File: src/common/decode_pkg.sv
/* Instruction decode definitions */
package decode_pkg;

	// Instruction field widths
	localparam int OPCODE_W = 6; // Primary opcode
	localparam int FUNCT_W = 6; // Function code
	localparam int FMT_W = 5; // COP1 format
	localparam int FT_W = 5; // COP1 ft field
	localparam int ALU_OP_W = OPCODE_W + FUNCT_W; // Opcode then funct

	// ft is a register number outside the branch format
	localparam logic [FT_W-1:0] FT_F = 5'h00; // Branch on FP false
	localparam logic [FT_W-1:0] FT_T = 5'h01; // Branch on FP true

	// Opcode numbering follows the target core, not standard MIPS
	typedef enum logic [OPCODE_W-1:0] {
		OP_J = 6'h02, // Jump
		OP_SPECIAL = 6'h03, // Register group, decoded by funct
		OP_BNE = 6'h04,
		OP_BEQ = 6'h05,
		OP_JAL = 6'h07,
		OP_ADDIU = 6'h08,
		OP_ADDI = 6'h09,
		OP_ANDI = 6'h0c,
		OP_ORI = 6'h0e,
		OP_LUI = 6'h0f,
		OP_COP1 = 6'h11, // FP group
		OP_LW = 6'h12,
		OP_LBU = 6'h22,
		OP_SB = 6'h28,
		OP_SW = 6'h2b,
		OP_LWC1 = 6'h31, // FP load single
		OP_LDC1 = 6'h35, // FP load double
		OP_SWC1 = 6'h39, // FP store single
		OP_SDC1 = 6'h3d // FP store double
	} opcode_e;

	// Integer funct codes of the special group
	typedef enum logic [FUNCT_W-1:0] {
		FN_SLL = 6'h00,
		FN_SRL = 6'h02,
		FN_JR = 6'h08,
		FN_SW = 6'h13, // Register-addressed store
		FN_AND = 6'h14,
		FN_ADD = 6'h20,
		FN_LW = 6'h21, // Register-addressed load
		FN_SUBU = 6'h22,
		FN_SUB = 6'h24,
		FN_OR = 6'h25,
		FN_NOR = 6'h27,
		FN_SLT = 6'h2a,
		FN_SLTU = 6'h2b
	} funct_e;

	// FP funct codes, own type since FADD shares its value with SLL
	typedef enum logic [FUNCT_W-1:0] {
		FN_FADD = 6'h00,
		FN_FCMP_A = 6'h32, // Compare variants
		FN_FCMP_B = 6'h3c,
		FN_FCMP_C = 6'h3e
	} fp_funct_e;

	typedef enum logic [FMT_W-1:0] {
		FMT_BC = 5'h08, // FP branch
		FMT_S = 5'h10, // Single precision
		FMT_D = 5'h11 // Double precision
	} fmt_e;

	typedef enum logic [1:0] {SRC_REG, SRC_SIMM, SRC_ZIMM} alu_src_e; // Second ALU operand
	typedef enum logic [1:0] {MEM_NONE, MEM_READ, MEM_WRITE} mem_op_e;
	typedef enum logic [1:0] {WB_NONE, WB_MEM, WB_LINK, WB_ALU} wb_sel_e; // Write-back source

	typedef struct packed {
		alu_src_e alu_src;
		mem_op_e mem_op;
		wb_sel_e wb_sel;
		logic jump;
		logic jump_reg;
		logic jal;
		logic branch_eq;
		logic branch_ne;
		logic bc1t;
		logic bc1f;
		logic if_flush; // Squash fetch stage
		logic id_flush; // Squash decode stage
		logic reg_dst;
		logic rt_rd;
		logic load_byte;
		logic store_byte;
		logic mem64; // 64-bit access
		logic float_op;
		logic fp_write; // Writes the FP condition flag
	} ctrl_t;

	localparam ctrl_t CTRL_NONE = '0; // No control asserted

endpackage

File: src/common/ctrl_if.sv
/* Sub-decoder result link */
interface ctrl_if
	import decode_pkg::*;
();

	logic hit; // Encoding recognised
	ctrl_t ctrl; // All zero on a miss

	// Driven by one sub-decoder
	modport decoder (
		output hit,
		output ctrl
	);

	// Read by the merge in the top level
	modport merge (
		input hit,
		input ctrl
	);

endinterface

File: src/hw/control_unit.sv
/* Registered decode stage */
module control_unit
	import decode_pkg::*;
(
	input logic clk,
	input logic reset,
	input logic instr_valid,
	input logic [OPCODE_W-1:0] opcode,
	input logic [FUNCT_W-1:0] funct,
	input logic [FMT_W-1:0] fmt,
	input logic [FT_W-1:0] ft,
	output logic ctrl_valid,
	output logic illegal,
	output logic [ALU_OP_W-1:0] alu_op,
	output alu_src_e alu_src,
	output mem_op_e mem_op,
	output wb_sel_e wb_sel,
	output logic jump,
	output logic jump_reg,
	output logic jal,
	output logic branch_eq,
	output logic branch_ne,
	output logic bc1t,
	output logic bc1f,
	output logic if_flush,
	output logic id_flush,
	output logic reg_dst,
	output logic rt_rd,
	output logic load_byte,
	output logic store_byte,
	output logic mem64,
	output logic float_op,
	output logic fp_write
);

	ctrl_if special_bus (); // Register group result
	ctrl_if main_bus (); // Integer and FP memory result
	ctrl_if cop1_bus (); // FP group result

	logic any_hit; // Some decoder knows the encoding
	ctrl_t merged; // Controls of the hitting decoder
	ctrl_t ctrl_q; // Stage register

	special_decode u_special (
		.opcode (opcode_e'(opcode)),
		.funct (funct_e'(funct)),
		.out (special_bus)
	);

	main_decode u_main (
		.opcode (opcode_e'(opcode)),
		.out (main_bus)
	);

	cop1_decode u_cop1 (
		.opcode (opcode_e'(opcode)),
		.fmt (fmt_e'(fmt)),
		.ft (ft),
		.funct (fp_funct_e'(funct)),
		.out (cop1_bus)
	);

	// Groups are disjoint so a plain OR selects the single hit
	assign any_hit = special_bus.hit | main_bus.hit | cop1_bus.hit;
	assign merged = ctrl_t'(special_bus.ctrl | main_bus.ctrl | cop1_bus.ctrl);

	always_ff @(posedge clk) begin
		if (reset) begin
			ctrl_valid <= 1'b0;
			illegal <= 1'b0;
			alu_op <= '0;
			ctrl_q <= CTRL_NONE;
		end else if (instr_valid) begin
			ctrl_valid <= 1'b1;
			illegal <= !any_hit; // Merge is all zero here
			alu_op <= {opcode, funct}; // Kept for every instruction
			ctrl_q <= merged;
		end else begin
			ctrl_valid <= 1'b0; // Bubble
			illegal <= 1'b0;
			alu_op <= '0;
			ctrl_q <= CTRL_NONE;
		end
	end

	assign alu_src = ctrl_q.alu_src;
	assign mem_op = ctrl_q.mem_op;
	assign wb_sel = ctrl_q.wb_sel;
	assign jump = ctrl_q.jump;
	assign jump_reg = ctrl_q.jump_reg;
	assign jal = ctrl_q.jal;
	assign branch_eq = ctrl_q.branch_eq;
	assign branch_ne = ctrl_q.branch_ne;
	assign bc1t = ctrl_q.bc1t;
	assign bc1f = ctrl_q.bc1f;
	assign if_flush = ctrl_q.if_flush;
	assign id_flush = ctrl_q.id_flush;
	assign reg_dst = ctrl_q.reg_dst;
	assign rt_rd = ctrl_q.rt_rd;
	assign load_byte = ctrl_q.load_byte;
	assign store_byte = ctrl_q.store_byte;
	assign mem64 = ctrl_q.mem64;
	assign float_op = ctrl_q.float_op;
	assign fp_write = ctrl_q.fp_write;

endmodule

File: src/hw/decode/cop1_decode.sv
/* Coprocessor-1 decoder */
module cop1_decode
	import decode_pkg::*;
(
	input opcode_e opcode,
	input fmt_e fmt,
	input logic [FT_W-1:0] ft,
	input fp_funct_e funct,
	ctrl_if.decoder out
);

	logic dec_hit;
	ctrl_t dec_ctrl;

	always_comb begin
		dec_hit = 1'b0;
		dec_ctrl = CTRL_NONE;
		if (opcode == OP_COP1) begin
			case (fmt)
				FMT_BC: begin
					// ft picks the branch sense, other values are undefined
					if (ft == FT_T || ft == FT_F) begin
						dec_hit = 1'b1;
						dec_ctrl.bc1t = (ft == FT_T);
						dec_ctrl.bc1f = (ft == FT_F);
						dec_ctrl.if_flush = 1'b1; // Resolved in decode
						dec_ctrl.id_flush = 1'b1;
					end
				end
				FMT_S,
				FMT_D: begin
					case (funct)
						FN_FADD: begin
							dec_hit = 1'b1;
							dec_ctrl.float_op = 1'b1;
							dec_ctrl.wb_sel = WB_ALU; // FP register result
						end
						FN_FCMP_A,
						FN_FCMP_B,
						FN_FCMP_C: begin
							dec_hit = 1'b1;
							dec_ctrl.float_op = 1'b1;
							dec_ctrl.fp_write = 1'b1; // Sets condition flag
							dec_ctrl.wb_sel = WB_ALU;
						end
						default: dec_hit = 1'b0;
					endcase
				end
				default: dec_hit = 1'b0; // Unknown format
			endcase
		end
	end

	assign out.hit = dec_hit;
	assign out.ctrl = dec_ctrl;

endmodule

File: src/hw/decode/main_decode.sv
/* Integer and FP memory opcode decoder */
module main_decode
	import decode_pkg::*;
(
	input opcode_e opcode,
	ctrl_if.decoder out
);

	logic dec_hit; // Opcode belongs to this group
	ctrl_t dec_ctrl;
	logic is_fp_mem; // FP load or store
	logic is_dword; // Double-word FP access

	assign is_fp_mem = (opcode == OP_LWC1) || (opcode == OP_LDC1) ||
		(opcode == OP_SWC1) || (opcode == OP_SDC1);
	assign is_dword = (opcode == OP_LDC1) || (opcode == OP_SDC1);

	always_comb begin
		dec_hit = 1'b1;
		dec_ctrl = CTRL_NONE;
		case (opcode)
			OP_ADDI,
			OP_ADDIU: begin
				dec_ctrl.alu_src = SRC_SIMM; // Sign-extended immediate
				dec_ctrl.reg_dst = 1'b1;
				dec_ctrl.wb_sel = WB_ALU;
			end
			OP_ANDI: begin
				dec_ctrl.alu_src = SRC_ZIMM; // Zero-extended immediate
				dec_ctrl.wb_sel = WB_ALU;
			end
			OP_ORI,
			OP_LUI: begin
				dec_ctrl.alu_src = SRC_ZIMM;
				dec_ctrl.reg_dst = 1'b1;
				dec_ctrl.wb_sel = WB_ALU;
			end
			OP_BEQ: dec_ctrl.branch_eq = 1'b1;
			OP_BNE: dec_ctrl.branch_ne = 1'b1;
			// Loads share one entry, the variants set their own flags
			OP_LW,
			OP_LBU,
			OP_LWC1,
			OP_LDC1: begin
				dec_ctrl.alu_src = SRC_SIMM; // Base plus offset
				dec_ctrl.reg_dst = 1'b1;
				dec_ctrl.mem_op = MEM_READ;
				dec_ctrl.wb_sel = WB_MEM;
				dec_ctrl.load_byte = (opcode == OP_LBU);
				dec_ctrl.float_op = is_fp_mem;
				dec_ctrl.mem64 = is_dword;
			end
			OP_SW,
			OP_SB,
			OP_SWC1,
			OP_SDC1: begin
				dec_ctrl.alu_src = SRC_SIMM;
				dec_ctrl.reg_dst = 1'b1;
				dec_ctrl.mem_op = MEM_WRITE;
				dec_ctrl.store_byte = (opcode == OP_SB);
				dec_ctrl.float_op = is_fp_mem;
				dec_ctrl.mem64 = is_dword;
			end
			OP_J: begin
				dec_ctrl.jump = 1'b1;
				dec_ctrl.if_flush = 1'b1; // Drop the sequential fetch
			end
			OP_JAL: begin
				dec_ctrl.jump = 1'b1;
				dec_ctrl.jump_reg = 1'b1;
				dec_ctrl.jal = 1'b1; // Link address to ra
				dec_ctrl.if_flush = 1'b1;
				dec_ctrl.wb_sel = WB_LINK;
			end
			default: begin
				dec_hit = 1'b0; // Special, COP1 or unknown
			end
		endcase
	end

	assign out.hit = dec_hit;
	assign out.ctrl = dec_ctrl;

endmodule

File: src/hw/decode/special_decode.sv
/* Special group decoder */
module special_decode
	import decode_pkg::*;
(
	input opcode_e opcode,
	input funct_e funct,
	ctrl_if.decoder out
);

	logic dec_hit; // Listed funct seen
	ctrl_t dec_ctrl; // Controls for that funct

	always_comb begin
		dec_hit = 1'b0;
		dec_ctrl = CTRL_NONE;
		if (opcode == OP_SPECIAL) begin
			dec_hit = 1'b1; // Dropped again for unlisted funct
			case (funct)
				FN_SLL,
				FN_SRL,
				FN_AND,
				FN_ADD,
				FN_SUB,
				FN_SUBU,
				FN_OR,
				FN_NOR,
				FN_SLT,
				FN_SLTU: begin
					dec_ctrl.wb_sel = WB_ALU; // Register ALU result
				end
				FN_JR: begin
					dec_ctrl.jump = 1'b1;
					dec_ctrl.jump_reg = 1'b1; // Target from rs
					dec_ctrl.if_flush = 1'b1; // Kill the fetched slot
					dec_ctrl.wb_sel = WB_LINK;
				end
				FN_LW: begin
					dec_ctrl.reg_dst = 1'b1;
					dec_ctrl.rt_rd = 1'b1; // Address from register pair
					dec_ctrl.mem_op = MEM_READ;
					dec_ctrl.wb_sel = WB_MEM;
				end
				FN_SW: begin
					dec_ctrl.reg_dst = 1'b1;
					dec_ctrl.rt_rd = 1'b1;
					dec_ctrl.mem_op = MEM_WRITE; // No write-back
				end
				default: begin
					dec_hit = 1'b0; // Unknown funct
				end
			endcase
		end
	end

	assign out.hit = dec_hit;
	assign out.ctrl = dec_ctrl;

endmodule

File: config.mk
export PLATFORM = sky130hd
export DESIGN_NAME = control_unit
export DESIGN_NICKNAME = d
export VERILOG_FILES = /design/src/common/decode_pkg.sv /design/src/common/ctrl_if.sv /design/src/hw/control_unit.sv /design/src/hw/decode/cop1_decode.sv /design/src/hw/decode/main_decode.sv /design/src/hw/decode/special_decode.sv
export SDC_FILE = /design/constraint.sdc
export NUM_CORES = 1
export LEC_CHECK = 0
export ABC_AREA = 1
export BUFFER_PORTS_ARGS = -buffer_cell sky130_fd_sc_hd__buf_2
export CORE_ASPECT_RATIO = 2
export CORE_MARGIN = 2
export CORE_UTILIZATION = 38
export DETAILED_ROUTE_END_ITERATION = 8
export PLACE_DENSITY = 0.64
export RECOVER_POWER = 100
export SLEW_MARGIN = 20
export SYNTH_ARGS = -nofsm -noshare
export SYNTH_HDL_FRONTEND = slang
export SYNTH_HIERARCHICAL = 1
export SYNTH_SLANG_ARGS = --single-unit
File: constraint.sdc
create_clock -name clk -period 2.8 [get_ports clk]
set_input_delay 0.14 -clock clk [delete_from_list [all_inputs] [get_ports clk]]
set_output_delay 0.14 -clock clk [all_outputs]
set_load 0.01 [all_outputs]
== Word level (Yosys, flattened, before mapping) ==
Cells that the tools add are included.
Storage, ports and cells
  input port bits: 25
  flip-flop bits (word level): 36
  output and inout port bits: 36
  logic and storage cells: 125
Cells by class
  mux-type cells: 36
  reduce and logical (&&, ||, !) cells: 24
  equality and inequality tests: 38
  bitwise operators: 5
Operators by type and width (count)
  6-bit equality test (second input constant): 18
  6-bit by 4-bit equality test with 1-bit output (second input constant): 6
  6-bit by 5-bit equality test with 1-bit output (second input constant): 4
  20-bit by 22-bit bitwise OR with 22-bit output: 1
  22-bit by 18-bit bitwise OR with 22-bit output: 1
  2-bit 2-to-1 mux: 10
  10-bit OR reduction: 2
  6-bit by 2-bit equality test with 1-bit output (second input constant): 3
  6-bit by 3-bit equality test with 1-bit output (second input constant): 3
  17-bit OR reduction: 1
  1-bit 2-to-1 mux: 16
  13-bit OR reduction: 1
  4-bit 2-to-1 mux: 3
  2-bit one-hot mux with 2 select lines: 3
  2-bit one-hot mux with 3 select lines: 2
  12-bit OR reduction: 1
  4-bit OR reduction: 3
  5-bit equality test (second input constant): 2
  2-bit OR reduction: 4
  8-bit OR reduction: 1
  6-bit zero test: 1
  6-bit 2-to-1 mux: 1
  3-bit OR reduction: 2
  5-bit by 1-bit equality test with 1-bit output (second input constant): 1
  8 further kinds: 13

== Depth between registers and ports, before layout ==
Gate-level depths: netlist of the first run.
  depth after elaboration: 7
  mapped depth: 12
  depth with buffers taken out: 12

== By module ==
The synthesis of the first run kept the hierarchy.
By module, submodules not included
  control_unit: seq. area each 720.7 um^2, area each 1216.2 um^2, cells each 136, times used 1
  main_decode: seq. area each 0.0 um^2, area each 405.4 um^2, cells each 72, times used 1
  special_decode: seq. area each 0.0 um^2, area each 372.9 um^2, cells each 72, times used 1
  cop1_decode: seq. area each 0.0 um^2, area each 336.6 um^2, cells each 66, times used 1

== Least setup slack after synthesis of the first run ==
Ideal clock, no wire load.
  path type: input -> register
  start: input opcode[3]
  end: register ctrl_q (netlist bit jump)
  setup slack: 1.730 ns
  stages on the path: 9
  setup time: 0.066 ns
  arrival time: 1.004 ns
  path buffers: 1
  required time: 2.734 ns
  cell sequence: or2_1 > nor3_2 > nand3_2 > clkinv_2 > nand2_1 > inv_1 > buf_4 > nor2_1 > a21oi_2
RTL lines
  start: declaration: RTL line control_unit.sv:8  | input logic [OPCODE_W-1:0] opcode,
  end signal: assignment: RTL line control_unit.sv:77  | ctrl_q <= merged;
  end: declaration: RTL line control_unit.sv:42  | ctrl_t ctrl_q;

== Worst setup path in the final report of the first run ==
  start: input reset
  end: register ctrl_q (netlist bit jal)
On the way
  cells in the longest elaborated chain, start to end: 1
Ends and longest elaborated chain
  start: declaration: RTL line control_unit.sv:6  | input logic reset,
  2-bit OR reduction (no source line)
Every way passes these cells.
A chain may end at the register's enable or synchronous reset.

==> results of run 1 <==
==> power groups by stage <==
stage | Sequential (W) | Clock (W) | Combinational (W)
floorplan | 0.000565 | 0 | 0.000134
global placement | 0.000553 | 0 | 0.000180
detailed placement | 0.000553 | 0 | 0.000183
CTS | 0.000542 | 0.000583 | 0.000183
global route | 0.000544 | 0.000601 | 0.000197
finish | 0.000542 | 0.000564 | 0.000172
==> worst max-delay path, delay by kind of cell <==
| kind | cells | cell delay [ns] |
|---|---|---|
| AND/OR/NAND/NOR | 1 | 0.74 |
| buffers and inverters | 2 | 0.13 |
| AO/OA/AOI/OAI | 1 | 0.40 |
==> layer usage <==
metal | vias up | global-route usage (%)
met5 | - | 0
met4 | 0 | 8.64
met3 | 6 | 2.70
met2 | 42 | 30.5
met1 | 848 | 13.6
li1 | 1055 | -
==> cell families after synthesis <==
family	Yosys count	share of synthesized area (%)
flops	36	30.9
other cells	3	0.483
buf+inv	123	27.6
compound gates	25	8.16
simple gates	159	32.9
==> final cells by class <==
cell class,instances,area (µm²),area share [%]
Clock buffer,6,139,5.46
Clock inverter,2,10.0,0.394
Inverter,79,298,11.7
Multi-Input combinational cell,216,1040,41.0
Sequential cell,36,721,28.3
Tap cell,63,78.8,3.10
Timing Repair Buffer,60,255,10.0
==> metrics by stage <==
stage	cells	hold WS, ns	area [µm²]	setup slack (ns)
2_1_floorplan	375	0.252	2440	1.73
3_3_place_gp	454	0.418	2470	1.54
3_5_place_dp	454	0.422	2470	1.51
4_1_cts	462	0.125	2620	1.81
5_1_grt	462	0.152	2540	1.31
6_report	462	0.132	2540	1.55
==> path summary, 6_finish.rpt <==
kind                  slack [ns]  depth (start not counted)                   end  startpoint
worst max-delay path        1.55                          4        jal$_SDFF_PP0_       reset
worst min-delay path        0.13                          3  alu_op[2]$_SDFF_PP0_    funct[2]
==> synthesized netlist by cell type <==
library cell                n
sky130_fd_sc_hd__inv_1     69
sky130_fd_sc_hd__buf_4     40
sky130_fd_sc_hd__a21oi_1    7
sky130_fd_sc_hd__nor3_1     1
sky130_fd_sc_hd__nand3_2    6
sky130_fd_sc_hd__a21oi_2   16
sky130_fd_sc_hd__nor2_4     3
sky130_fd_sc_hd__o22ai_1    1
sky130_fd_sc_hd__nand4_2    1
sky130_fd_sc_hd__nor2_1    63
sky130_fd_sc_hd__nor2_2    15
sky130_fd_sc_hd__nand2_2    5
sky130_fd_sc_hd__buf_6      4
sky130_fd_sc_hd__inv_2      9
sky130_fd_sc_hd__nand4_1    3
sky130_fd_sc_hd__nand2_1   41
sky130_fd_sc_hd__clkinv_2   1
sky130_fd_sc_hd__nand3_1   17
sky130_fd_sc_hd__conb_1     3
sky130_fd_sc_hd__or2_1      1
sky130_fd_sc_hd__nand2_4    1
sky130_fd_sc_hd__nor3_2     1
sky130_fd_sc_hd__dfxtp_1   36
sky130_fd_sc_hd__nand3b_1   1
sky130_fd_sc_hd__o21ai_2    1
==> cells in the final DEF, fill, tap and decap left out <==
| cell | count |
|---|---|
| sky130_fd_sc_hd__clkbuf_1 | 36 |
| sky130_fd_sc_hd__clkinv_2 | 3 |
| sky130_fd_sc_hd__nand3b_1 | 1 |
| sky130_fd_sc_hd__buf_2 | 24 |
| sky130_fd_sc_hd__nor3_1 | 1 |
| sky130_fd_sc_hd__nand2_2 | 5 |
| sky130_fd_sc_hd__inv_2 | 9 |
| sky130_fd_sc_hd__nand4_2 | 1 |
| sky130_fd_sc_hd__or2_1 | 1 |
| sky130_fd_sc_hd__nor3_2 | 1 |
| sky130_fd_sc_hd__o21ai_2 | 1 |
| sky130_fd_sc_hd__inv_1 | 69 |
| sky130_fd_sc_hd__nand2_1 | 42 |
| sky130_fd_sc_hd__nor2_4 | 3 |
| sky130_fd_sc_hd__nor2_2 | 15 |
| sky130_fd_sc_hd__clkbuf_8 | 1 |
| sky130_fd_sc_hd__nand4_1 | 3 |
| sky130_fd_sc_hd__o22ai_1 | 1 |
| sky130_fd_sc_hd__nand3_2 | 6 |
| sky130_fd_sc_hd__nand3_1 | 17 |
| sky130_fd_sc_hd__clkbuf_16 | 5 |
| sky130_fd_sc_hd__dfxtp_1 | 36 |
| sky130_fd_sc_hd__a21oi_1 | 14 |
| sky130_fd_sc_hd__nor2_1 | 63 |
| sky130_fd_sc_hd__conb_1 | 32 |
| sky130_fd_sc_hd__a21oi_2 | 9 |
==> impl_metrics.prom, run 1 <==
# TYPE chip_impl_metric gauge
chip_impl_info{name="outcome",value="complete, no violations"} 1
chip_impl_metric{name="post_cts.repair.setup_buffers",unit=""} 0
chip_impl_metric{name="antennaDiodeCount",unit=""} 0
chip_impl_metric{name="grt_first_pass_wirelength",unit="mm"} 7.89
chip_impl_metric{name="routed_wl",unit="mm"} 4.73
chip_impl_metric{name="h-tree-depth",unit=""} 2
chip_impl_metric{name="gp_congestion",unit=""} 0.858
chip_impl_metric{name="fillerInstances",unit=""} 680
chip_impl_metric{name="detailroute.wirelength.met2",unit="mm"} 2.75
chip_impl_info{name="setup.worst_path.class",value="primary input to register"} 1
chip_impl_metric{name="synth_cell_type_count",unit=""} 25
chip_impl_metric{name="vias",unit=""} 1951
chip_impl_metric{name="drt_drc_violations_left",unit=""} 0
chip_impl_metric{name="clock_power_share",unit="%"} 44.1
chip_impl_metric{name="post_route_cells_drive_above_1_share",unit="%"} 20.8
chip_impl_info{name="yosys-top-cells-area",value="sky130_fd_sc_hd__dfxtp_1 (31%), sky130_fd_sc_hd__buf_4 (13%), sky130_fd_sc_hd__inv_1 (11%)"} 1
chip_impl_metric{name="drtPass1Iterations",unit=""} 4
chip_impl_metric{name="netlist_area",unit="µm²"} 2330
chip_impl_metric{name="die_w",unit="µm"} 59.4
chip_impl_metric{name="floorplan.initialDensity",unit="%"} 39.1
chip_impl_metric{name="routedWlPerCell",unit="µm"} 10.2
chip_impl_metric{name="route.layer.met1.wl",unit="mm"} 1.70
chip_impl_info{name="cts_tree",value="yes"} 1
chip_impl_metric{name="slew_headroom",unit="%"} 7.46
chip_impl_info{name="rsz_0062_raised_after_global_routing",value="no"} 1
chip_impl_info{name="maxUsedRoutingLayer",value="met4"} 1
chip_impl_info{name="worst_setup_path_end_kind",value="register"} 1
chip_impl_metric{name="die_height",unit="µm"} 115
chip_impl_metric{name="grt_start_max_net_pins",unit=""} 37
chip_impl_metric{name="floorplan.rows",unit=""} 40
chip_impl_metric{name="maxCapViolCount",unit=""} 0
chip_impl_metric{name="number_of_buffers_inserted_during_clock_tree_synthesis",unit=""} 5
chip_impl_metric{name="globalRouteTotalUtil",unit="%"} 15.5
chip_impl_metric{name="power",unit="W"} 0.00128
chip_impl_info{name="crit_path_cell_trace",value="buf_2 -> inv_1 -> nand2_1 -> a21oi_1"} 1
chip_impl_metric{name="ant_nets",unit=""} 0
chip_impl_metric{name="wl_met3",unit="µm"} 171
chip_impl_metric{name="power_switching_share",unit="%"} 26.2
chip_impl_metric{name="final_core_util",unit="%"} 42.7
chip_impl_info{name="regMostFlops",value="alu_op"} 1
chip_impl_metric{name="yosysWarningCount",unit=""} 6
chip_impl_metric{name="finalHoldViolCount",unit=""} 0
chip_impl_metric{name="grt_remaining_overflow",unit=""} 0
chip_impl_metric{name="power.share.combinational",unit="%"} 13.5
chip_impl_metric{name="finalSetupTns",unit="ns"} 0
chip_impl_metric{name="cts-hold-fix-buffers",unit=""} 0
chip_impl_metric{name="worstPathRequired",unit="ns"} 2.98
chip_impl_metric{name="p_switching",unit="W"} 0.000335
chip_impl_metric{name="number_of_antenna_violations_at_the_first_check_in_global_routing",unit=""} 0
chip_impl_metric{name="powerDensity",unit="nW/µm²"} 503
chip_impl_metric{name="setup_violating_endpoint_count_in_the_final_report",unit=""} 0
chip_impl_metric{name="finalNetCount",unit=""} 423
chip_impl_metric{name="cts.clk_slew.worst_paths",unit="ns"} 0.06
chip_impl_info{name="yosys.area.top_type",value="sky130_fd_sc_hd__dfxtp_1"} 1
chip_impl_metric{name="cts-resized-gates",unit=""} 0
chip_impl_metric{name="area_growth",unit="%"} 9.13
chip_impl_metric{name="p_leak",unit="nW"} 1.40
chip_impl_metric{name="min_period_over_period",unit="%"} 44.7
chip_impl_info{name="cpMaxStageDelayCell",value="sky130_fd_sc_hd__nand2_1"} 1
chip_impl_metric{name="placeableCoreArea",unit="µm²"} 5960
chip_impl_metric{name="tritoncts_num_sinks",unit=""} 36
chip_impl_info{name="setup.worst_path.start_class",value="primary input"} 1
chip_impl_metric{name="synth.top_cell.area_share",unit="%"} 30.9
chip_impl_metric{name="max-clock-path-buffers",unit=""} 2
chip_impl_metric{name="floorplan.die_area",unit="µm²"} 6810
chip_impl_metric{name="critPathMaxFanout",unit=""} 36
chip_impl_metric{name="largest_register_ffs",unit=""} 12
chip_impl_metric{name="max_slew.worst_pin.slew",unit="ns"} 1.38
chip_impl_metric{name="detail_route.vias_per_cell",unit=""} 4.22
chip_impl_metric{name="arrival_time_of_the_worst_setup_path",unit="ns"} 1.43
chip_impl_metric{name="detailed_placement_hpwl",unit="mm"} 3.72
chip_impl_metric{name="synthesis.instances",unit=""} 346
chip_impl_info{name="cts_root_buf",value="sky130_fd_sc_hd__clkbuf_16"} 1
chip_impl_metric{name="number_of_global_route_vias_before_repair",unit=""} 1890
chip_impl_metric{name="slew_viol_final",unit=""} 0
chip_impl_info{name="min-delay-path-class",value="primary input to register"} 1
chip_impl_metric{name="floorplan.io_pins",unit=""} 61
chip_impl_metric{name="worst_path_largest_cell_delay",unit="ns"} 0.74
chip_impl_metric{name="yosys_register_bits",unit=""} 36
chip_impl_metric{name="port-buffer-count",unit=""} 60
chip_impl_metric{name="irDropWorstVdd",unit="µV"} 244
chip_impl_metric{name="max_clock_freq",unit="MHz"} 799
chip_impl_metric{name="power.sequential.fraction",unit="%"} 42.4
chip_impl_metric{name="average_footprint_of_a_synthesized_cell",unit="µm²"} 6.74
chip_impl_metric{name="drt_first_iter_violations",unit=""} 32
chip_impl_metric{name="synth-seq-area-share",unit="%"} 30.9
chip_impl_metric{name="post-route-min-period",unit="ns"} 1.25
chip_impl_metric{name="cell_internal_pwr",unit="W"} 0.000944
Power figures use the tool's default switching activity.
==> inputs of run 2 (changes only) <==
- PLACE_DENSITY: 0.64 -> 0.66
- clock period: 2.8 -> 1.05 ns (I/O delays scaled with it)
==> impl_metrics.prom, run 2 (synthesis results as in run 1) <==
# TYPE chip_impl_metric gauge
chip_impl_metric{name="slew_viol_final",unit=""} 0
chip_impl_metric{name="irDropWorstVdd",unit="µV"} 931
chip_impl_info{name="mostFrequentLayoutCells",value="sky130_fd_sc_hd__inv_1 (69), sky130_fd_sc_hd__nor2_1 (66), sky130_fd_sc_hd__nand2_1 (42)"} 1
chip_impl_metric{name="finalSetupTns",unit="ns"} 0
chip_impl_info{name="cts_root_buf",value="sky130_fd_sc_hd__clkbuf_16"} 1
chip_impl_info{name="worst_hold_endpoint",value="alu_op[9]$_SDFF_PP0_"} 1
chip_impl_metric{name="min_period_over_period",unit="%"} 83.9
chip_impl_metric{name="placeableCoreArea",unit="µm²"} 5960
chip_impl_metric{name="finalNetCount",unit=""} 443
chip_impl_metric{name="finalHoldViolCount",unit=""} 0
chip_impl_metric{name="routedWlPerCell",unit="µm"} 9.84
chip_impl_metric{name="floorplan.initialDensity",unit="%"} 39.1
chip_impl_info{name="crit_path_cell_trace",value="buf_2 -> or2_1 -> nor3_2 -> nand3_2 -> clkinv_2 -> nand2_1 -> inv_1 -> nor2_1 -> a21oi_2"} 1
chip_impl_metric{name="globalRouteTotalUtil",unit="%"} 15.6
chip_impl_info{name="min-delay-path-class",value="primary input to register"} 1
chip_impl_metric{name="post_route_cells_drive_above_1_share",unit="%"} 24.8
chip_impl_metric{name="arrival_time_of_the_worst_setup_path",unit="ns"} 1.09
chip_impl_metric{name="critPathMaxFanout",unit=""} 5
chip_impl_metric{name="h-tree-depth",unit=""} 2
chip_impl_metric{name="max_clock_freq",unit="MHz"} 1130
chip_impl_info{name="rsz_0062_raised_after_global_routing",value="no"} 1
chip_impl_metric{name="critPathBufInv",unit=""} 3
chip_impl_metric{name="drt_first_iter_violations",unit=""} 51
chip_impl_metric{name="setup_violating_endpoint_count_in_the_final_report",unit=""} 0
chip_impl_info{name="regMostFlops",value="alu_op"} 1
chip_impl_metric{name="hold_path_depth",unit=""} 3
chip_impl_metric{name="cts.clk_slew.worst_paths",unit="ns"} 0.05
chip_impl_metric{name="cts-hold-fix-buffers",unit=""} 0
chip_impl_metric{name="grt_start_max_net_pins",unit=""} 37
chip_impl_metric{name="worst_path_largest_cell_delay",unit="ns"} 0.24
chip_impl_metric{name="die_height",unit="µm"} 115
chip_impl_metric{name="drtPass1Iterations",unit=""} 7
chip_impl_metric{name="grt_remaining_overflow",unit=""} 0
chip_impl_info{name="setup.worst_path.class",value="primary input to register"} 1
chip_impl_info{name="outcome",value="complete, no violations"} 1
chip_impl_metric{name="post-route-min-period",unit="ns"} 0.881
chip_impl_metric{name="stdcell_count",unit=""} 482
chip_impl_metric{name="ant_nets",unit=""} 0
chip_impl_metric{name="worstPathRequired",unit="ns"} 1.26
chip_impl_metric{name="detail_route.vias_per_cell",unit=""} 4.22
chip_impl_metric{name="grt.met3_usage",unit="%"} 3.37
chip_impl_metric{name="area_growth",unit="%"} 16.7
chip_impl_metric{name="maxCapViolCount",unit=""} 0
chip_impl_metric{name="routed_wl",unit="mm"} 4.74
chip_impl_info{name="grt-busiest-layer",value="met2"} 1
chip_impl_metric{name="post_cts.repair.setup_buffers",unit=""} 0
chip_impl_metric{name="groute.layer.met1.usage",unit="%"} 13.4
chip_impl_metric{name="tritoncts_num_sinks",unit=""} 36
chip_impl_metric{name="largest_register_ffs",unit=""} 12
chip_impl_info{name="commonest_non_fill_non_tap_cell_in_the_layout",value="sky130_fd_sc_hd__inv_1"} 1
chip_impl_metric{name="p_leak",unit="nW"} 1.50
chip_impl_metric{name="number_of_buffers_inserted_during_clock_tree_synthesis",unit=""} 5
chip_impl_metric{name="grt_first_pass_wirelength",unit="mm"} 8.03
chip_impl_info{name="cpMaxStageDelayCell",value="sky130_fd_sc_hd__or2_1"} 1
chip_impl_info{name="worst_setup_path_end_kind",value="register"} 1
chip_impl_metric{name="drt_drc_violations_left",unit=""} 0
chip_impl_info{name="cts_tree",value="yes"} 1
chip_impl_metric{name="cts-resized-gates",unit=""} 0
chip_impl_metric{name="gp_congestion",unit=""} 0.791
chip_impl_metric{name="met2_track_usage_gr",unit="%"} 30.5
chip_impl_metric{name="number_of_antenna_violations_at_the_first_check_in_global_routing",unit=""} 0
chip_impl_metric{name="vias",unit=""} 2035
chip_impl_metric{name="detailed_placement_hpwl",unit="mm"} 3.84
chip_impl_metric{name="max-clock-path-buffers",unit=""} 2
chip_impl_metric{name="powerDensity",unit="nW/µm²"} 1270
chip_impl_metric{name="die_w",unit="µm"} 59.4
chip_impl_metric{name="floorplan.io_pins",unit=""} 61
chip_impl_metric{name="floorplan.rows",unit=""} 40
chip_impl_metric{name="number_of_global_route_vias_before_repair",unit=""} 2001
chip_impl_metric{name="antennaDiodeCount",unit=""} 0
chip_impl_info{name="cpLargestDelayFamily",value="simple AND/OR/NAND/NOR gates"} 1
chip_impl_metric{name="numPlacedInstances",unit=""} 474
chip_impl_metric{name="floorplan.die_area",unit="µm²"} 6810
chip_impl_info{name="setup.worst_path.start_class",value="primary input"} 1
chip_impl_metric{name="port-buffer-count",unit=""} 60
chip_impl_info{name="holdCritStartpoint",value="opcode[3]"} 1
run 2: cell count changes in the layout (fill, tap and decap cells not counted), sizes merged:
| cell | delta |
|---|---|
| buf | +18 |
| clkbuf | +2 |
| clkinv | +1 |
| inv | -1 |
run 2: final cells by class:
cell class	count	area (µm²)
Clock buffer	6	139
Clock inverter	2	10.0
Fill cell	628	3230
Inverter	79	298
Multi-Input combinational cell	216	1060
Sequential cell	36	721
Tap cell	63	78.8
Timing Repair Buffer	80	418
run 2: metal layers:
| metal | routed length (µm) | share of wire [%] | vias to the layer above |
|---|---|---|---|
| li1 | - | - | 1090 |
| met1 | 1590 | 33 | 884 |
| met2 | 2750 | 58 | 51 |
| met3 | 245 | 5.2 | 10 |
| met4 | 163 | 3.4 | 0 |
| met5 | 0 | 0 | - |
run 2: how the worst max path moves through the flow:
stage | start | end | depth (start not counted)
floorplan | opcode[3] | jump$_SDFF_PP0_ | 9
global placement | opcode[0] | illegal$_SDFF_PP0_ | 9
detailed placement | opcode[0] | illegal$_SDFF_PP0_ | 9
CTS | opcode[3] | jump$_SDFF_PP0_ | 9
global route | funct[4] | wb_sel[0]$_SDFF_PP0_ | 12
finish | opcode[3] | jump$_SDFF_PP0_ | 9
run 2: where the power goes:
group	switching (W)	total, W	internal [W]
clock network	0.000565	0.00150	0.000934
registers	0.0000170	0.00145	0.00143
logic	0.000320	0.000516	0.000196
run 2: metrics by stage:
stage	hold WS [ns]	cell area, µm²	utilization, %	setup WS (ns)	power (W)
after CTS	0.0310	2790	46.8	0.158	0.00353
after global routing	0.0377	2720	45.7	0.00604	0.00364
after floorplan	0.165	2440	-	0.0676	0.00186
final	0.0321	2720	45.7	0.169	0.00346
after detailed placement	0.330	2640	44.3	-0.134	0.00202
after global placement	0.319	2640	44.3	-0.127	0.00201
==> inputs of run 3 (changes only) <==
- ABC_AREA: 1 -> 0
- clock period: 1.05 -> 0.8 ns (I/O delays scaled with it)
==> impl_metrics.prom, run 3 <==
# TYPE chip_impl_metric gauge
chip_impl_metric{name="power",unit="W"} 0.00520
chip_impl_metric{name="detail_route.vias_per_cell",unit=""} 4.94
chip_impl_metric{name="fillerInstances",unit=""} 526
chip_impl_metric{name="number_of_global_route_vias_before_repair",unit=""} 2187
chip_impl_metric{name="port-buffer-count",unit=""} 60
chip_impl_metric{name="post_synth_fa_ha_maj_area_fraction",unit="%"} 0
chip_impl_metric{name="die_height",unit="µm"} 113
chip_impl_metric{name="post-route-min-period",unit="ns"} 1.18
chip_impl_metric{name="hold_slack",unit="ns"} 0.0175
chip_impl_metric{name="min_period_over_period",unit="%"} 147
chip_impl_metric{name="synthMuxAreaShare",unit="%"} 0.884
chip_impl_info{name="synthMostInstantiatedCell",value="sky130_fd_sc_hd__buf_4"} 1
chip_impl_metric{name="ant_nets",unit=""} 0
chip_impl_metric{name="synth_compound_gate_area_share",unit="%"} 11.6
chip_impl_metric{name="finalNetCount",unit=""} 408
chip_impl_metric{name="antennaDiodeCount",unit=""} 0
chip_impl_metric{name="placeableCoreArea",unit="µm²"} 5760
chip_impl_info{name="worst_setup_path_end_kind",value="register"} 1
chip_impl_info{name="yosys.area.top_type",value="sky130_fd_sc_hd__dfxtp_1"} 1
chip_impl_metric{name="synth-seq-area-share",unit="%"} 31.8
chip_impl_metric{name="number_of_antenna_violations_at_the_first_check_in_global_routing",unit=""} 0
chip_impl_metric{name="powerDensity",unit="nW/µm²"} 1510
chip_impl_metric{name="critPathMaxFanout",unit=""} 4
chip_impl_info{name="outcome",value="complete, but fails checks"} 1
chip_impl_info{name="synth_top_family_by_area",value="simple AND/OR/NAND/NOR gates"} 1
chip_impl_metric{name="arrival_time_of_the_worst_setup_path",unit="ns"} 1.37
chip_impl_info{name="failed_checks",value="setup timing"} 1
chip_impl_info{name="setup.worst_path.start_class",value="primary input"} 1
chip_impl_metric{name="synth_simple_gate_area_share",unit="%"} 34.3
chip_impl_metric{name="synth_cell_type_count",unit=""} 57
chip_impl_metric{name="floorplan.die_area",unit="µm²"} 6630
chip_impl_info{name="setup.worst_path.class",value="primary input to register"} 1
chip_impl_metric{name="setup_violating_endpoint_count_in_the_final_report",unit=""} 19
chip_impl_metric{name="postPlaceCellArea",unit="µm²"} 2830
chip_impl_metric{name="drt_first_iter_violations",unit=""} 53
chip_impl_metric{name="synth_enable_flop_cells",unit=""} 0
chip_impl_metric{name="cts-hold-fix-buffers",unit=""} 0
chip_impl_metric{name="average_footprint_of_a_synthesized_cell",unit="µm²"} 8.21
chip_impl_metric{name="netlist_area",unit="µm²"} 2260
chip_impl_metric{name="globalRouteTotalUtil",unit="%"} 19.3
chip_impl_info{name="synth-main-ff-cell",value="sky130_fd_sc_hd__dfxtp_1"} 1
chip_impl_metric{name="post_route_cells_drive_above_1_share",unit="%"} 51.8
chip_impl_metric{name="numPlacedInstances",unit=""} 427
chip_impl_info{name="yosys-top-cells-area",value="sky130_fd_sc_hd__dfxtp_1 (32%), sky130_fd_sc_hd__buf_4 (15%), sky130_fd_sc_hd__nor3_1 (6.9%)"} 1
chip_impl_info{name="synthTopCellsByCount",value="sky130_fd_sc_hd__buf_4 (45), sky130_fd_sc_hd__nor2_1 (40), sky130_fd_sc_hd__dfxtp_1 (36)"} 1
chip_impl_metric{name="gp_congestion",unit=""} 0.924
chip_impl_metric{name="routed_wl",unit="mm"} 6.20
chip_impl_metric{name="vias",unit=""} 2197
chip_impl_metric{name="synthesis.instances",unit=""} 276
chip_impl_metric{name="grt_first_pass_wirelength",unit="mm"} 9.65
chip_impl_metric{name="irDropWorstVdd",unit="µV"} 880
chip_impl_metric{name="drtPass1Iterations",unit=""} 4
chip_impl_metric{name="number_of_buffers_inserted_during_clock_tree_synthesis",unit=""} 5
chip_impl_metric{name="synth.top_cell.area_share",unit="%"} 31.8
chip_impl_metric{name="p_leak",unit="nW"} 1.58
chip_impl_metric{name="routedWlPerCell",unit="µm"} 13.9
chip_impl_metric{name="yosysWarningCount",unit=""} 6
chip_impl_info{name="cts_root_buf",value="sky130_fd_sc_hd__clkbuf_16"} 1
chip_impl_metric{name="place_worst_setup_slack",unit="ns"} -0.819
chip_impl_metric{name="grt_remaining_overflow",unit=""} 0
chip_impl_metric{name="worstPathRequired",unit="ns"} 0.99
chip_impl_metric{name="max-clock-path-buffers",unit=""} 2
chip_impl_metric{name="die_w",unit="µm"} 58.6
chip_impl_metric{name="grt_start_max_net_pins",unit=""} 14
chip_impl_metric{name="floorplan.initialDensity",unit="%"} 39.3
chip_impl_metric{name="setup_slack",unit="ns"} -0.378
chip_impl_metric{name="finish.instance_area",unit="µm²"} 3450
chip_impl_metric{name="register_area",unit="µm²"} 724
chip_impl_metric{name="area_growth",unit="%"} 52.4
chip_impl_metric{name="tritoncts_num_sinks",unit=""} 36
chip_impl_metric{name="cts.clk_slew.worst_paths",unit="ns"} 0.06
chip_impl_metric{name="floorplan.rows",unit=""} 39
chip_impl_metric{name="maxCapViolCount",unit=""} 0
chip_impl_info{name="mostFrequentLayoutCells",value="sky130_fd_sc_hd__buf_4 (51), sky130_fd_sc_hd__buf_2 (48), sky130_fd_sc_hd__nor2_1 (35)"} 1
chip_impl_info{name="min-delay-path-class",value="primary input to register"} 1
chip_impl_metric{name="floorplan.io_pins",unit=""} 61
chip_impl_info{name="cts_tree",value="yes"} 1
chip_impl_metric{name="largest_register_ffs",unit=""} 12
chip_impl_metric{name="max_clock_freq",unit="MHz"} 849
chip_impl_metric{name="multi_input_gate_area_in_the_final_layout",unit="µm²"} 1490
chip_impl_info{name="regMostFlops",value="alu_op"} 1
chip_impl_metric{name="yosys_register_bits",unit=""} 36
chip_impl_metric{name="postSynth.asyncResetShare",unit="%"} 0
chip_impl_metric{name="drt_drc_violations_left",unit=""} 0
chip_impl_metric{name="detailed_placement_hpwl",unit="mm"} 4.48
chip_impl_info{name="commonest_non_fill_non_tap_cell_in_the_layout",value="sky130_fd_sc_hd__buf_4"} 1
chip_impl_metric{name="stdcell_count",unit=""} 445
chip_impl_metric{name="finalHoldViolCount",unit=""} 0
chip_impl_metric{name="synthXorXnorAreaFrac",unit="%"} 0.773
chip_impl_info{name="rsz_0062_raised_after_global_routing",value="yes"} 1
chip_impl_metric{name="slew_viol_final",unit=""} 0
chip_impl_metric{name="h-tree-depth",unit=""} 2
-- run 3: cell types whose count changed after synthesis, sizes merged, moves of 4 or more --
cell,delta
inv,-73
nor2,-41
nand2,-34
nor3,+29
nand3,-21
a21oi,-15
and2,+13
buf,+12
nand2b,+5
nor2b,+5
nor4,+5
nor4b,+4
o21ai,+4
-- run 3: worst paths after layout --
kind / cells after the start / slack [ns] / startpoint / endpoint
setup / recovery: 7 / -0.38 / opcode[3] / illegal$_SDFF_PP0_
hold / removal: 2 / 0.02 / opcode[2] / alu_op[8]$_SDFF_PP0_
-- run 3: cell type report --
class	count	share of cell area [%]
Sequential cell	36	21.0
Inverter	5	0.616
Clock buffer	5	3.63
Timing Repair Buffer	127	28.1
Tap cell	61	2.21
Multi-Input combinational cell	208	43.3
Clock inverter	3	1.23
-- run 3: worst max-delay path, cell delays in order --
cell and delay [ns]:
sky130_fd_sc_hd__buf_12 0.11, sky130_fd_sc_hd__buf_4 0.13, sky130_fd_sc_hd__buf_6 0.11, sky130_fd_sc_hd__or2b_1 0.24, sky130_fd_sc_hd__a21boi_2 0.16, sky130_fd_sc_hd__a311o_1 0.33, sky130_fd_sc_hd__nor4_2 0.26
-- run 3: per-layer routing --
layer  vias up  global-route usage [%]  routed length [µm]
met5         -                       0                   0
met4         0                    10.9                 201
met3        12                    3.89                 196
met2        53                    38.4                3740
met1      1044                    16.4                2070
li1       1088                       -                   -
-- run 3: cells by family after synthesis --
kind of cell	after synthesis
AND/OR/NAND/NOR	137
buffers and inverters	61
other	3
XOR/XNOR	2
flip-flops	36
multiplexers	2
AO/OA/AOI/OAI	35
-- run 3: per-stage QoR --
step	setup TNS, ns	utilization (%)
6_report	-4.09	59.9
3_3_place_gp	-11.90	49.1
5_1_grt	-5.28	59.9
3_5_place_dp	-12.34	49.1
2_1_floorplan	-4.01	-
4_1_cts	-3.54	57.5
-- run 3: where the power goes --
part	internal (W)	switching [W]	total [W]	leakage, nW
logic	0.000564	0.000542	0.00111	1.20
registers	0.00188	0.0000197	0.00190	0.297
clock network	0.00146	0.000738	0.00220	0.0798
total	0.00390	0.00130	0.00520	1.58
-- run 3: timing repair --
action	CTS	global route
pin swaps	18	15
setup buffers	7	3
resized for setup	62	29
hold endpoints to repair	0	0
endpoints found under the setup margin	24	25
